`config.mk`:
```
export PLATFORM = sky130hd
export DESIGN_NAME = exec_core
export DESIGN_NICKNAME = d
export VERILOG_FILES = /design/src/common/mips_pkg.sv /design/src/design/regfile.sv /design/src/design/alu.sv /design/src/design/instr_decode.sv /design/src/design/exec_core.sv
export VERILOG_INCLUDE_DIRS = /design/src /design/src/common
export SDC_FILE = /design/constraint.sdc
export NUM_CORES = 2
export LEC_CHECK = 0
export ABC_AREA = 0
export BUFFER_PORTS_ARGS = -buffer_cell sky130_fd_sc_hd__buf_2
export CAP_MARGIN = 30
export CORE_UTILIZATION = 50
export CTS_BUF_LIST = sky130_fd_sc_hd__clkbuf_2 sky130_fd_sc_hd__clkbuf_4 sky130_fd_sc_hd__clkbuf_8
export DETAILED_ROUTE_END_ITERATION = 12
export PLACE_DENSITY = 0.63
export SYNTH_ARGS = -nofsm -noshare
export SYNTH_HDL_FRONTEND = slang
export SYNTH_HIERARCHICAL = 1
export SYNTH_SLANG_ARGS = --single-unit
```
`constraint.sdc`:
```
create_clock -name clk -period 12.2 [get_ports clk]
set_input_delay 0.61 -clock clk [delete_from_list [all_inputs] [get_ports clk]]
set_output_delay 0.61 -clock clk [all_outputs]
set_load 0.005 [all_outputs]
```
`src/common/mips_defs.svh`:
```
`ifndef MIPS_DEFS_SVH
`define MIPS_DEFS_SVH

// ******************************
// widths and sizes.
// ******************************
`define WORD_WIDTH      32
`define HALF_WIDTH      16
`define REG_ADDR_WIDTH  5
`define REG_COUNT       32
`define OPCODE_WIDTH    6
`define FUNCT_WIDTH     6
`define SHAMT_WIDTH     5
`define ALU_OP_WIDTH    4

// primary opcodes.
`define OPC_RTYPE  6'h00
`define OPC_ADDIU  6'h09
`define OPC_SLTI   6'h0a
`define OPC_SLTIU  6'h0b
`define OPC_ANDI   6'h0c
`define OPC_ORI    6'h0d
`define OPC_XORI   6'h0e
`define OPC_LUI    6'h0f

// r-type funct field.
`define FN_SLL   6'h00
`define FN_SRL   6'h02
`define FN_SRA   6'h03
`define FN_ADDU  6'h21
`define FN_SUBU  6'h23
`define FN_AND   6'h24
`define FN_OR    6'h25
`define FN_XOR   6'h26
`define FN_NOR   6'h27
`define FN_SLT   6'h2a
`define FN_SLTU  6'h2b

// alu operation codes.
`define ALU_ADD   4'd0
`define ALU_SUB   4'd1
`define ALU_AND   4'd2
`define ALU_OR    4'd3
`define ALU_XOR   4'd4
`define ALU_NOR   4'd5
`define ALU_SLT   4'd6
`define ALU_SLTU  4'd7
`define ALU_SLL   4'd8
`define ALU_SRL   4'd9
`define ALU_SRA   4'd10
`define ALU_LUI   4'd11

`endif

```
`src/common/mips_pkg.sv`:
```
`default_nettype none

`include "mips_defs.svh"

package mips_pkg;

    // ******************************
    // datapath types.
    // ******************************

    // data or instruction word.
    typedef logic [`WORD_WIDTH-1:0] word_t;

    // register index.
    typedef logic [`REG_ADDR_WIDTH-1:0] reg_addr_t;

    // ******************************
    // instruction fields.
    // ******************************

    typedef logic [`OPCODE_WIDTH-1:0] opcode_t;
    typedef logic [`FUNCT_WIDTH-1:0] funct_t;
    typedef logic [`SHAMT_WIDTH-1:0] shamt_t;

    // selects the alu function.
    typedef logic [`ALU_OP_WIDTH-1:0] alu_op_t;

endpackage

`default_nettype wire

```
`src/design/regfile.sv`:
```
`timescale 1ns/1ps
`default_nettype none

`include "mips_defs.svh"

module regfile (
    input  logic               clk,
    input  logic               reset,
    input  logic               clk_enable,
    // write strobe from the decoder.
    input  logic               write_control,
    // read addresses.
    input  mips_pkg::reg_addr_t read_reg1,
    input  mips_pkg::reg_addr_t read_reg2,
    // write address and data.
    input  mips_pkg::reg_addr_t write_reg,
    input  mips_pkg::word_t     write_data,
    // combinational read data.
    output mips_pkg::word_t     read_data1,
    output mips_pkg::word_t     read_data2
);

    // ******************************
    // storage.
    // ******************************

    mips_pkg::word_t registers [`REG_COUNT];

    logic write_allowed;

    // $0 is never a write target.
    assign write_allowed = write_control && (write_reg != '0);

    always_ff @(posedge clk) begin
        if (reset) begin
            for (int i = 0; i < `REG_COUNT; i++) begin
                registers[i] <= '0;
            end
        end else if (clk_enable) begin
            if (write_allowed) begin
                registers[write_reg] <= write_data;
            end
        end
    end

    // ******************************
    // read ports.
    // ******************************

    // $0 always reads as zero.
    always_comb begin
        if (read_reg1 == '0) begin
            read_data1 = '0;
        end else begin
            read_data1 = registers[read_reg1];
        end
    end

    always_comb begin
        if (read_reg2 == '0) begin
            read_data2 = '0;
        end else begin
            read_data2 = registers[read_reg2];
        end
    end

endmodule

`default_nettype wire

```
`src/design/alu.sv`:
```
`timescale 1ns/1ps
`default_nettype none

`include "mips_defs.svh"

module alu (
    input  mips_pkg::word_t   operand_a,
    input  mips_pkg::word_t   operand_b,
    input  mips_pkg::shamt_t  shamt,
    input  mips_pkg::alu_op_t alu_op,
    output mips_pkg::word_t   alu_result
);

    // ******************************
    // shared intermediates.
    // ******************************

    mips_pkg::word_t sum;
    mips_pkg::word_t diff;
    mips_pkg::word_t shift_left;
    mips_pkg::word_t shift_right;
    mips_pkg::word_t shift_arith;
    mips_pkg::word_t upper_imm;
    logic            lt_signed;
    logic            lt_unsigned;

    // wraps modulo 2^32, no overflow trap.
    assign sum  = operand_a + operand_b;
    assign diff = operand_a - operand_b;

    assign lt_signed   = $signed(operand_a) < $signed(operand_b);
    assign lt_unsigned = operand_a < operand_b;

    // shifts act on the rt operand.
    assign shift_left  = operand_b << shamt;
    assign shift_right = operand_b >> shamt;
    assign shift_arith = $signed(operand_b) >>> shamt;

    // low half of the immediate moves to the top.
    assign upper_imm = {operand_b[`HALF_WIDTH-1:0], {`HALF_WIDTH{1'b0}}};

    // ******************************
    // result select.
    // ******************************

    always_comb begin
        case (alu_op)
            `ALU_ADD:  alu_result = sum;
            `ALU_SUB:  alu_result = diff;
            `ALU_AND:  alu_result = operand_a & operand_b;
            `ALU_OR:   alu_result = operand_a | operand_b;
            `ALU_XOR:  alu_result = operand_a ^ operand_b;
            `ALU_NOR:  alu_result = ~(operand_a | operand_b);
            `ALU_SLT: begin
                alu_result = {{(`WORD_WIDTH-1){1'b0}}, lt_signed};
            end
            `ALU_SLTU: begin
                alu_result = {{(`WORD_WIDTH-1){1'b0}}, lt_unsigned};
            end
            `ALU_SLL:  alu_result = shift_left;
            `ALU_SRL:  alu_result = shift_right;
            `ALU_SRA:  alu_result = shift_arith;
            `ALU_LUI:  alu_result = upper_imm;
            // unused codes.
            default:   alu_result = '0;
        endcase
    end

endmodule

`default_nettype wire

```
`src/design/instr_decode.sv`:
```
`timescale 1ns/1ps
`default_nettype none

`include "mips_defs.svh"

module instr_decode (
    input  mips_pkg::word_t     instr,
    input  logic                instr_valid,
    output mips_pkg::reg_addr_t rs,
    output mips_pkg::reg_addr_t rt,
    output mips_pkg::reg_addr_t dest_reg,
    output mips_pkg::shamt_t    shamt,
    output mips_pkg::alu_op_t   alu_op,
    output logic                use_imm,
    output mips_pkg::word_t     imm_value,
    output logic                write_control,
    output logic                illegal_instr
);

    // ******************************
    // field extraction.
    // ******************************

    mips_pkg::opcode_t          opcode;
    mips_pkg::funct_t           funct;
    mips_pkg::reg_addr_t        rd;
    logic [`HALF_WIDTH-1:0]     imm16;
    logic                       sign_ext;
    logic                       legal;

    assign opcode = instr[31:26];
    assign rs     = instr[25:21];
    assign rt     = instr[20:16];
    assign rd     = instr[15:11];
    assign shamt  = instr[10:6];
    assign funct  = instr[5:0];
    assign imm16  = instr[15:0];

    // ******************************
    // operation select.
    // ******************************

    always_comb begin
        alu_op   = `ALU_ADD;
        use_imm  = 1'b1;
        sign_ext = 1'b0;
        legal    = 1'b1;
        dest_reg = rt;

        case (opcode)
            `OPC_RTYPE: begin
                use_imm  = 1'b0;
                dest_reg = rd;
                case (funct)
                    `FN_SLL:  alu_op = `ALU_SLL;
                    `FN_SRL:  alu_op = `ALU_SRL;
                    `FN_SRA:  alu_op = `ALU_SRA;
                    `FN_ADDU: alu_op = `ALU_ADD;
                    `FN_SUBU: alu_op = `ALU_SUB;
                    `FN_AND:  alu_op = `ALU_AND;
                    `FN_OR:   alu_op = `ALU_OR;
                    `FN_XOR:  alu_op = `ALU_XOR;
                    `FN_NOR:  alu_op = `ALU_NOR;
                    `FN_SLT:  alu_op = `ALU_SLT;
                    `FN_SLTU: alu_op = `ALU_SLTU;
                    default:  legal  = 1'b0;
                endcase
            end
            // arithmetic and compares sign-extend.
            `OPC_ADDIU: begin
                alu_op   = `ALU_ADD;
                sign_ext = 1'b1;
            end
            `OPC_SLTI: begin
                alu_op   = `ALU_SLT;
                sign_ext = 1'b1;
            end
            `OPC_SLTIU: begin
                alu_op   = `ALU_SLTU;
                sign_ext = 1'b1;
            end
            // logical ops zero-extend.
            `OPC_ANDI: alu_op = `ALU_AND;
            `OPC_ORI:  alu_op = `ALU_OR;
            `OPC_XORI: alu_op = `ALU_XOR;
            `OPC_LUI:  alu_op = `ALU_LUI;
            default:   legal  = 1'b0;
        endcase
    end

    assign imm_value = sign_ext ? {{`HALF_WIDTH{imm16[`HALF_WIDTH-1]}}, imm16}
                                : {{`HALF_WIDTH{1'b0}}, imm16};

    // strobes, not yet qualified by clk_enable.
    assign write_control = instr_valid && legal;
    assign illegal_instr = instr_valid && !legal;

endmodule

`default_nettype wire

```
`src/design/exec_core.sv`:
```
`timescale 1ns/1ps
`default_nettype none

module exec_core (
    input  logic                clk,
    input  logic                reset,
    input  logic                clk_enable,
    input  logic                instr_valid,
    input  mips_pkg::word_t     instr,
    output logic                result_valid,
    output logic                illegal,
    output mips_pkg::word_t     result,
    output mips_pkg::reg_addr_t result_reg
);

    // ******************************
    // internal nets.
    // ******************************

    mips_pkg::reg_addr_t rs;
    mips_pkg::reg_addr_t rt;
    mips_pkg::reg_addr_t dest_reg;
    mips_pkg::shamt_t    shamt;
    mips_pkg::alu_op_t   alu_op;
    logic                use_imm;
    mips_pkg::word_t     imm_value;
    logic                write_control;
    logic                illegal_instr;
    mips_pkg::word_t     read_data1;
    mips_pkg::word_t     read_data2;
    mips_pkg::word_t     operand_b;
    mips_pkg::word_t     alu_result;

    instr_decode decode_i (
        .instr         (instr),
        .instr_valid   (instr_valid),
        .rs            (rs),
        .rt            (rt),
        .dest_reg      (dest_reg),
        .shamt         (shamt),
        .alu_op        (alu_op),
        .use_imm       (use_imm),
        .imm_value     (imm_value),
        .write_control (write_control),
        .illegal_instr (illegal_instr)
    );

    // writeback lands on the accepting edge.
    regfile regfile_i (
        .clk           (clk),
        .reset         (reset),
        .clk_enable    (clk_enable),
        .write_control (write_control),
        .read_reg1     (rs),
        .read_reg2     (rt),
        .write_reg     (dest_reg),
        .write_data    (alu_result),
        .read_data1    (read_data1),
        .read_data2    (read_data2)
    );

    // immediate or rt as second operand.
    assign operand_b = use_imm ? imm_value : read_data2;

    alu alu_i (
        .operand_a  (read_data1),
        .operand_b  (operand_b),
        .shamt      (shamt),
        .alu_op     (alu_op),
        .alu_result (alu_result)
    );

    // ******************************
    // output registers.
    // ******************************

    always_ff @(posedge clk) begin
        if (reset) begin
            result_valid <= 1'b0;
            illegal      <= 1'b0;
            result       <= '0;
            result_reg   <= '0;
        end else if (clk_enable) begin
            result_valid <= write_control;
            illegal      <= illegal_instr;
            if (write_control) begin
                result     <= alu_result;
                result_reg <= dest_reg;
            end
        end else begin
            // stalled, payload holds.
            result_valid <= 1'b0;
            illegal      <= 1'b0;
        end
    end

    valid_vs_illegal: assert property (
        @(posedge clk) disable iff (reset)
        !(result_valid && illegal)
    ) else $error("result_valid and illegal high together");

endmodule

`default_nettype wire

```
* Yosys cells after proc, flatten, opt, wreduce, memory -nomap -nowiden
Memories as Yosys holds them, arrays and structs flattened.
Cells that the tools add are included.
** Cells by class
- $add $sub $neg :: 2
- Shifts and indexed selects :: 3
- Muxes and demuxes :: 20
- Bitwise operators :: 5
- Equality and inequality tests :: 28
- Reduce and logical (&&, ||, !) cells :: 16
- Magnitude comparators :: 2
- Divide/modulo/power cells :: 0
- $mul :: 0
** Operator list (number)
- 32-bit case mux with 12 select lines :: 1
- 32-bit 2-to-1 mux :: 5
- 32-bit less-than comparator :: 2
- 6-bit == test, second input constant :: 8
- 6-bit by 4-bit == test with 1-bit output, second input constant :: 7
- 4-bit case mux with 10 select lines :: 1
- 32-bit adder :: 1
- 32-bit bitwise AND :: 1
- 32-bit inverter :: 1
- 32-bit OR :: 1
- 32-bit OR reduction :: 1
- 32-bit by 5-bit left shift with 32-bit output :: 1
- 32-bit by 5-bit right shift with 32-bit output :: 1
- 32-bit by 5-bit >>> shifter with 32-bit output :: 1
- 32-bit subtractor :: 1
- 32-bit bitwise XOR :: 1
- 4-bit case mux with 7 select lines :: 1
- 4-bit by 3-bit == test with 1-bit output, second input constant :: 4
- 4-bit == test, second input constant :: 4
- 6-bit by 2-bit == test with 1-bit output, second input constant :: 2
- 6-bit zero test :: 2
- 11-bit OR reduction :: 1
- 5-bit zero test :: 2
- 5-bit 2-to-1 mux :: 2
- 13 further kinds :: 24
** Storage, ports and cells
- Bits in writable memories :: 1024
- Output and inout port bits :: 39
- ROM bits :: 0
- Flip-flop bits (word level) :: 39
- Latch bits :: 0
- Memories kept :: 1
- Word-level logic and storage cells :: 81
** Memory list
- regfile_i.registers :: depth 32, width 32, read ports 2, clocked after memory_dff 0, wr ports 32, line regfile.sv:27 : mips_pkg::word_t registers [`REG_COUNT];

* Depth between registers and ports, before layout
- Depth in word-level cells :: 12
- Depth in mapped cells :: 26
- Gate-level depth less buffers :: 19

* By module
The synthesis kept the hierarchy.
** By module, submodules not included
- regfile :: instances 1, cells an instance 3495, area an instance 54135.7 um^2
- alu :: instances 1, cells an instance 1422, area an instance 9320.2 um^2
- exec_core :: instances 1, cells an instance 209, area an instance 2069.5 um^2
- instr_decode :: instances 1, cells an instance 93, area an instance 656.9 um^2

* Worst setup path before layout
OpenSTA, ideal clock, no wires.
- Kind :: in2reg
- From :: input port instr[18]
- To :: memory regfile_i/registers[10][29] (netlist bit), data pin
- Stages on the path :: 23
- Path buffers :: 6
- Path slack :: 6079 ps
- Arrival :: 5867 ps
- Cell sequence :: buf_4 -> buf_2 -> buf_6 -> clkbuf_1 -> mux4_2 -> mux4_2 -> o22ai_1 -> nor3_1 -> mux2_1 -> inv_1 -> ha_1 -> buf_6 -> a21o_1 -> a21o_1 -> a221o_1 -> a211o_1 -> a31o_1 -> a221o_1 -> a221oi_2 -> mux2i_1 -> or4_1 -> clkbuf_1 -> and2_1
** RTL lines
- from (decl) :: line exec_core.sv:9 : input mips_pkg::word_t instr,
- to (decl) :: line regfile.sv:27

==> out/results.tsv <==
metric	value	unit
post-route cell area	71670	sq um
Max Transition Viols Final	0	
commonest non-fill, non-tap cells in the layout	edfxtp_1, and2_1, mux4_2	
DP HPWL	158100	um
skew final	0.07469	ns
Reg area	31530	sq um
largest net degree at the start of global routing	88	
Layout area overhead	8.290	%
CP Depth	19	
crit path from	instr[16]	
Worst EP arrival	8.29	ns
Avg Cell Area, Syn	12.68	sq um
drt first pass iters	8	
TNS Setup	0	ns
drc violations	0	
routed wire length	255100	um
max FFs per register	1024	
area of the multi-input gates	32030	sq um
Placer Congestion	1.016	
area of the mapped netlist	66180	sq um
GRT Total Usage	0.3764	
Min-Delay Path Class	primary input to register	
CP Buf/Inv Count	4	
crit-path max FO	55	
CP Capture Type	register	
Comb pwr share	0.192	
I/O pins	75	
Crit-path slowest cell	or4_1	
max-cap viol count	0	
share of cells above drive strength 1	0.2313	
row count	133	
Num CTS Buffers	179	
Nets	5244	
pwr/cell area	128.7	nW/um^2
R2R cell count	17	
DRT iter0 DRCs	7044	
hold_buf cts	0	
Critical Path End	regfile_i/registers[30][29]	
Seq/Total Area, Yosys	0.4764	
Synth Flop Type	edfxtp_1	
# clock sinks	1063	
leak pwr	26.35	nW
post-cts sizing count	0	
commonest non-fill, non-tap cell in the layout	edfxtp_1	
Synth Warn #	6	
hold slack	0.08819	ns
Initial Util	0.5034	
via count	48795	
Final Hold Violating Endpoints	0	
min Tclk post-route	7.626	ns
die width	365.8	um
final setup violating endpoints	0	
max_slew headroom	0.2364	
status	finished clean	
crit-path cells	clkbuf_8, buf_4, buf_4, mux4_2, mux2_2, o22ai_1, nor3_1, mux2_1, inv_1, ha_1, a21o_1, a221o_1, a211o_1, a31o_1, a221o_1, a221oi_2, mux2i_1, or4_1, and2_1	
Tcrit/Tclk final	0.6251	
register bit total from synthesis	1063	
clock tree buffer depth	3	
RSZ-0062 raised after global routing	no	
switching share of power	0.3057	
first-pass GRT wire length	356100	um
Post-Synthesis Cells	5219	
area post-placement	68020	sq um
port bufs	74	
core area	131500	sq um
r2r endpoint	regfile_i/registers[30][29]	
Clk pwr share	0.354	
Vias/cell	6.955	
CTS tree	done	
VDD IR max	0.1017	mV
grt ovf	0	
clock slew at reported path FFs	0.06	ns
Worst Path Required	12.86	ns
Async S/R FF share, synth	0	
Skew-Pair Late Insertion Delay	0.94	ns
layout filler cell count	10989	
startpoint types	primary input	
via count of the first global-routing pass	47248	
Cell variety after synth	90	
R2R Path Start	regfile_i/registers[22][11]	
WL per Instance	36.36	um
Worst Max-Slew Pin Slew	1.139	ns
Int Pwr	6.402	mW
number of routed nets with antenna violations	0	
CP max stage delay	1.01	ns
H-tree Lvls	4	
Max Freq	131.1	MHz
Net Sw Power	2.819	mW
Seq pwr share	0.454	
Crit path max-delay family	buffers and inverters	
Setup Fix Bufs, Post-CTS	0	
EDFF count, synth	1024	
CTS Root Cell	clkbuf_8	
R2R setup slack	5.33	ns
Setup CP Type	primary input to register	
die area	133800	sq um
antenna violations before repair	17	
Die Ht	365.8	um
## cell families after synthesis
kind of cell    synth area share
flops                     0.4764
other cells           0.00005666
buf+inv                  0.04700
xor+xnor               0.0007940
mux                       0.2183
fa+ha+maj                0.01894
simple gates              0.1453
compound gates           0.09317
## through the flow
step           cells  power [mW]  utilization  worst slack [ns]
2_1_floorplan   5250       5.284            -             6.079
3_3_place_gp    6669       5.936       0.5163             3.861
3_5_place_dp    6678       5.968       0.5174             3.782
4_1_cts         7004       9.197       0.5446             4.753
5_1_grt         7012       9.472       0.5451             4.391
6_report        7016       9.222       0.5452             4.574
## power groups by stage
stage / sequential, mW / combinational [mW] / clock [mW]
global placement: 4.25 / 1.68 / 0
global route: 4.20 / 1.83 / 3.44
detailed placement: 4.26 / 1.71 / 0
CTS: 4.19 / 1.71 / 3.30
finish: 4.19 / 1.77 / 3.26
floorplan: 4.23 / 1.05 / 0
## per-layer routing
layer	global-route usage	part of all wire	vias to the layer above
li1	-	-	19720
met1	0.4937	0.37	24753
met2	0.5797	0.45	3615
met3	0.09441	0.12	701
met4	0.1951	0.055	6
met5	0	0.00015	-
## layout make-up
class / count / share of cell area
clock inverters: 87 / 0.008991
clock buffers: 239 / 0.04092
flip-flops and latches: 1063 / 0.4399
diodes: 7 / 0.0002444
repair buffers: 257 / 0.02716
well taps: 1755 / 0.03064
inverters: 100 / 0.005237
multi-input cells: 3508 / 0.4469
## synthesized netlist by cell type, drive strengths merged (13+ instances only)
cell type	number	area share
a221oi	25	0.0034
inv	98	0.0056
o221ai	36	0.0048
a22o	57	0.0075
nand2b	31	0.0029
o22ai	100	0.0095
nor2	200	0.011
ha	97	0.018
a31oi	14	0.0013
dfxtp	39	0.012
nor2b	24	0.0023
buf	210	0.020
nor3	92	0.0070
a2111oi	34	0.0045
a21o	24	0.0027
a222oi	13	0.0020
mux2	89	0.015
a21bo	37	0.0056
edfxtp	1024	0.46
and2	999	0.094
a22oi	27	0.0031
mux4	506	0.17
a211oi	69	0.0078
nand3	79	0.0060
nor4	15	0.0015
nand2	134	0.0076
mux2i	205	0.031
a21oi	197	0.015
clkbuf	369	0.021
o21bai	17	0.0019
o211ai	16	0.0018
or2	42	0.0040
o21ai	114	0.0086
## worst min-delay path by stage
stage	startpoint	endpoint	cells past startpoint
2_1_floorplan	result[0]	result[0]	2
3_3_place_gp	result[5]	result[5]	2
3_5_place_dp	result[1]	result[1]	2
4_1_cts	instr_valid	illegal	4
5_1_grt	instr_valid	illegal	4
6_report	instr_valid	illegal	4
## worst reg2reg max path: cells and delay by family, from the launching register on
family                   cells  cell delay (ns)
AO/OA/AOI/OAI                6             1.96
multiplexers                 4             1.75
AND/OR/NAND/NOR              5             1.79
buffers and inverters        1             0.32
flip-flops                   1             0.41
adder cells (fa/ha/maj)      1             0.38
(Power assumes the default switching activity.)
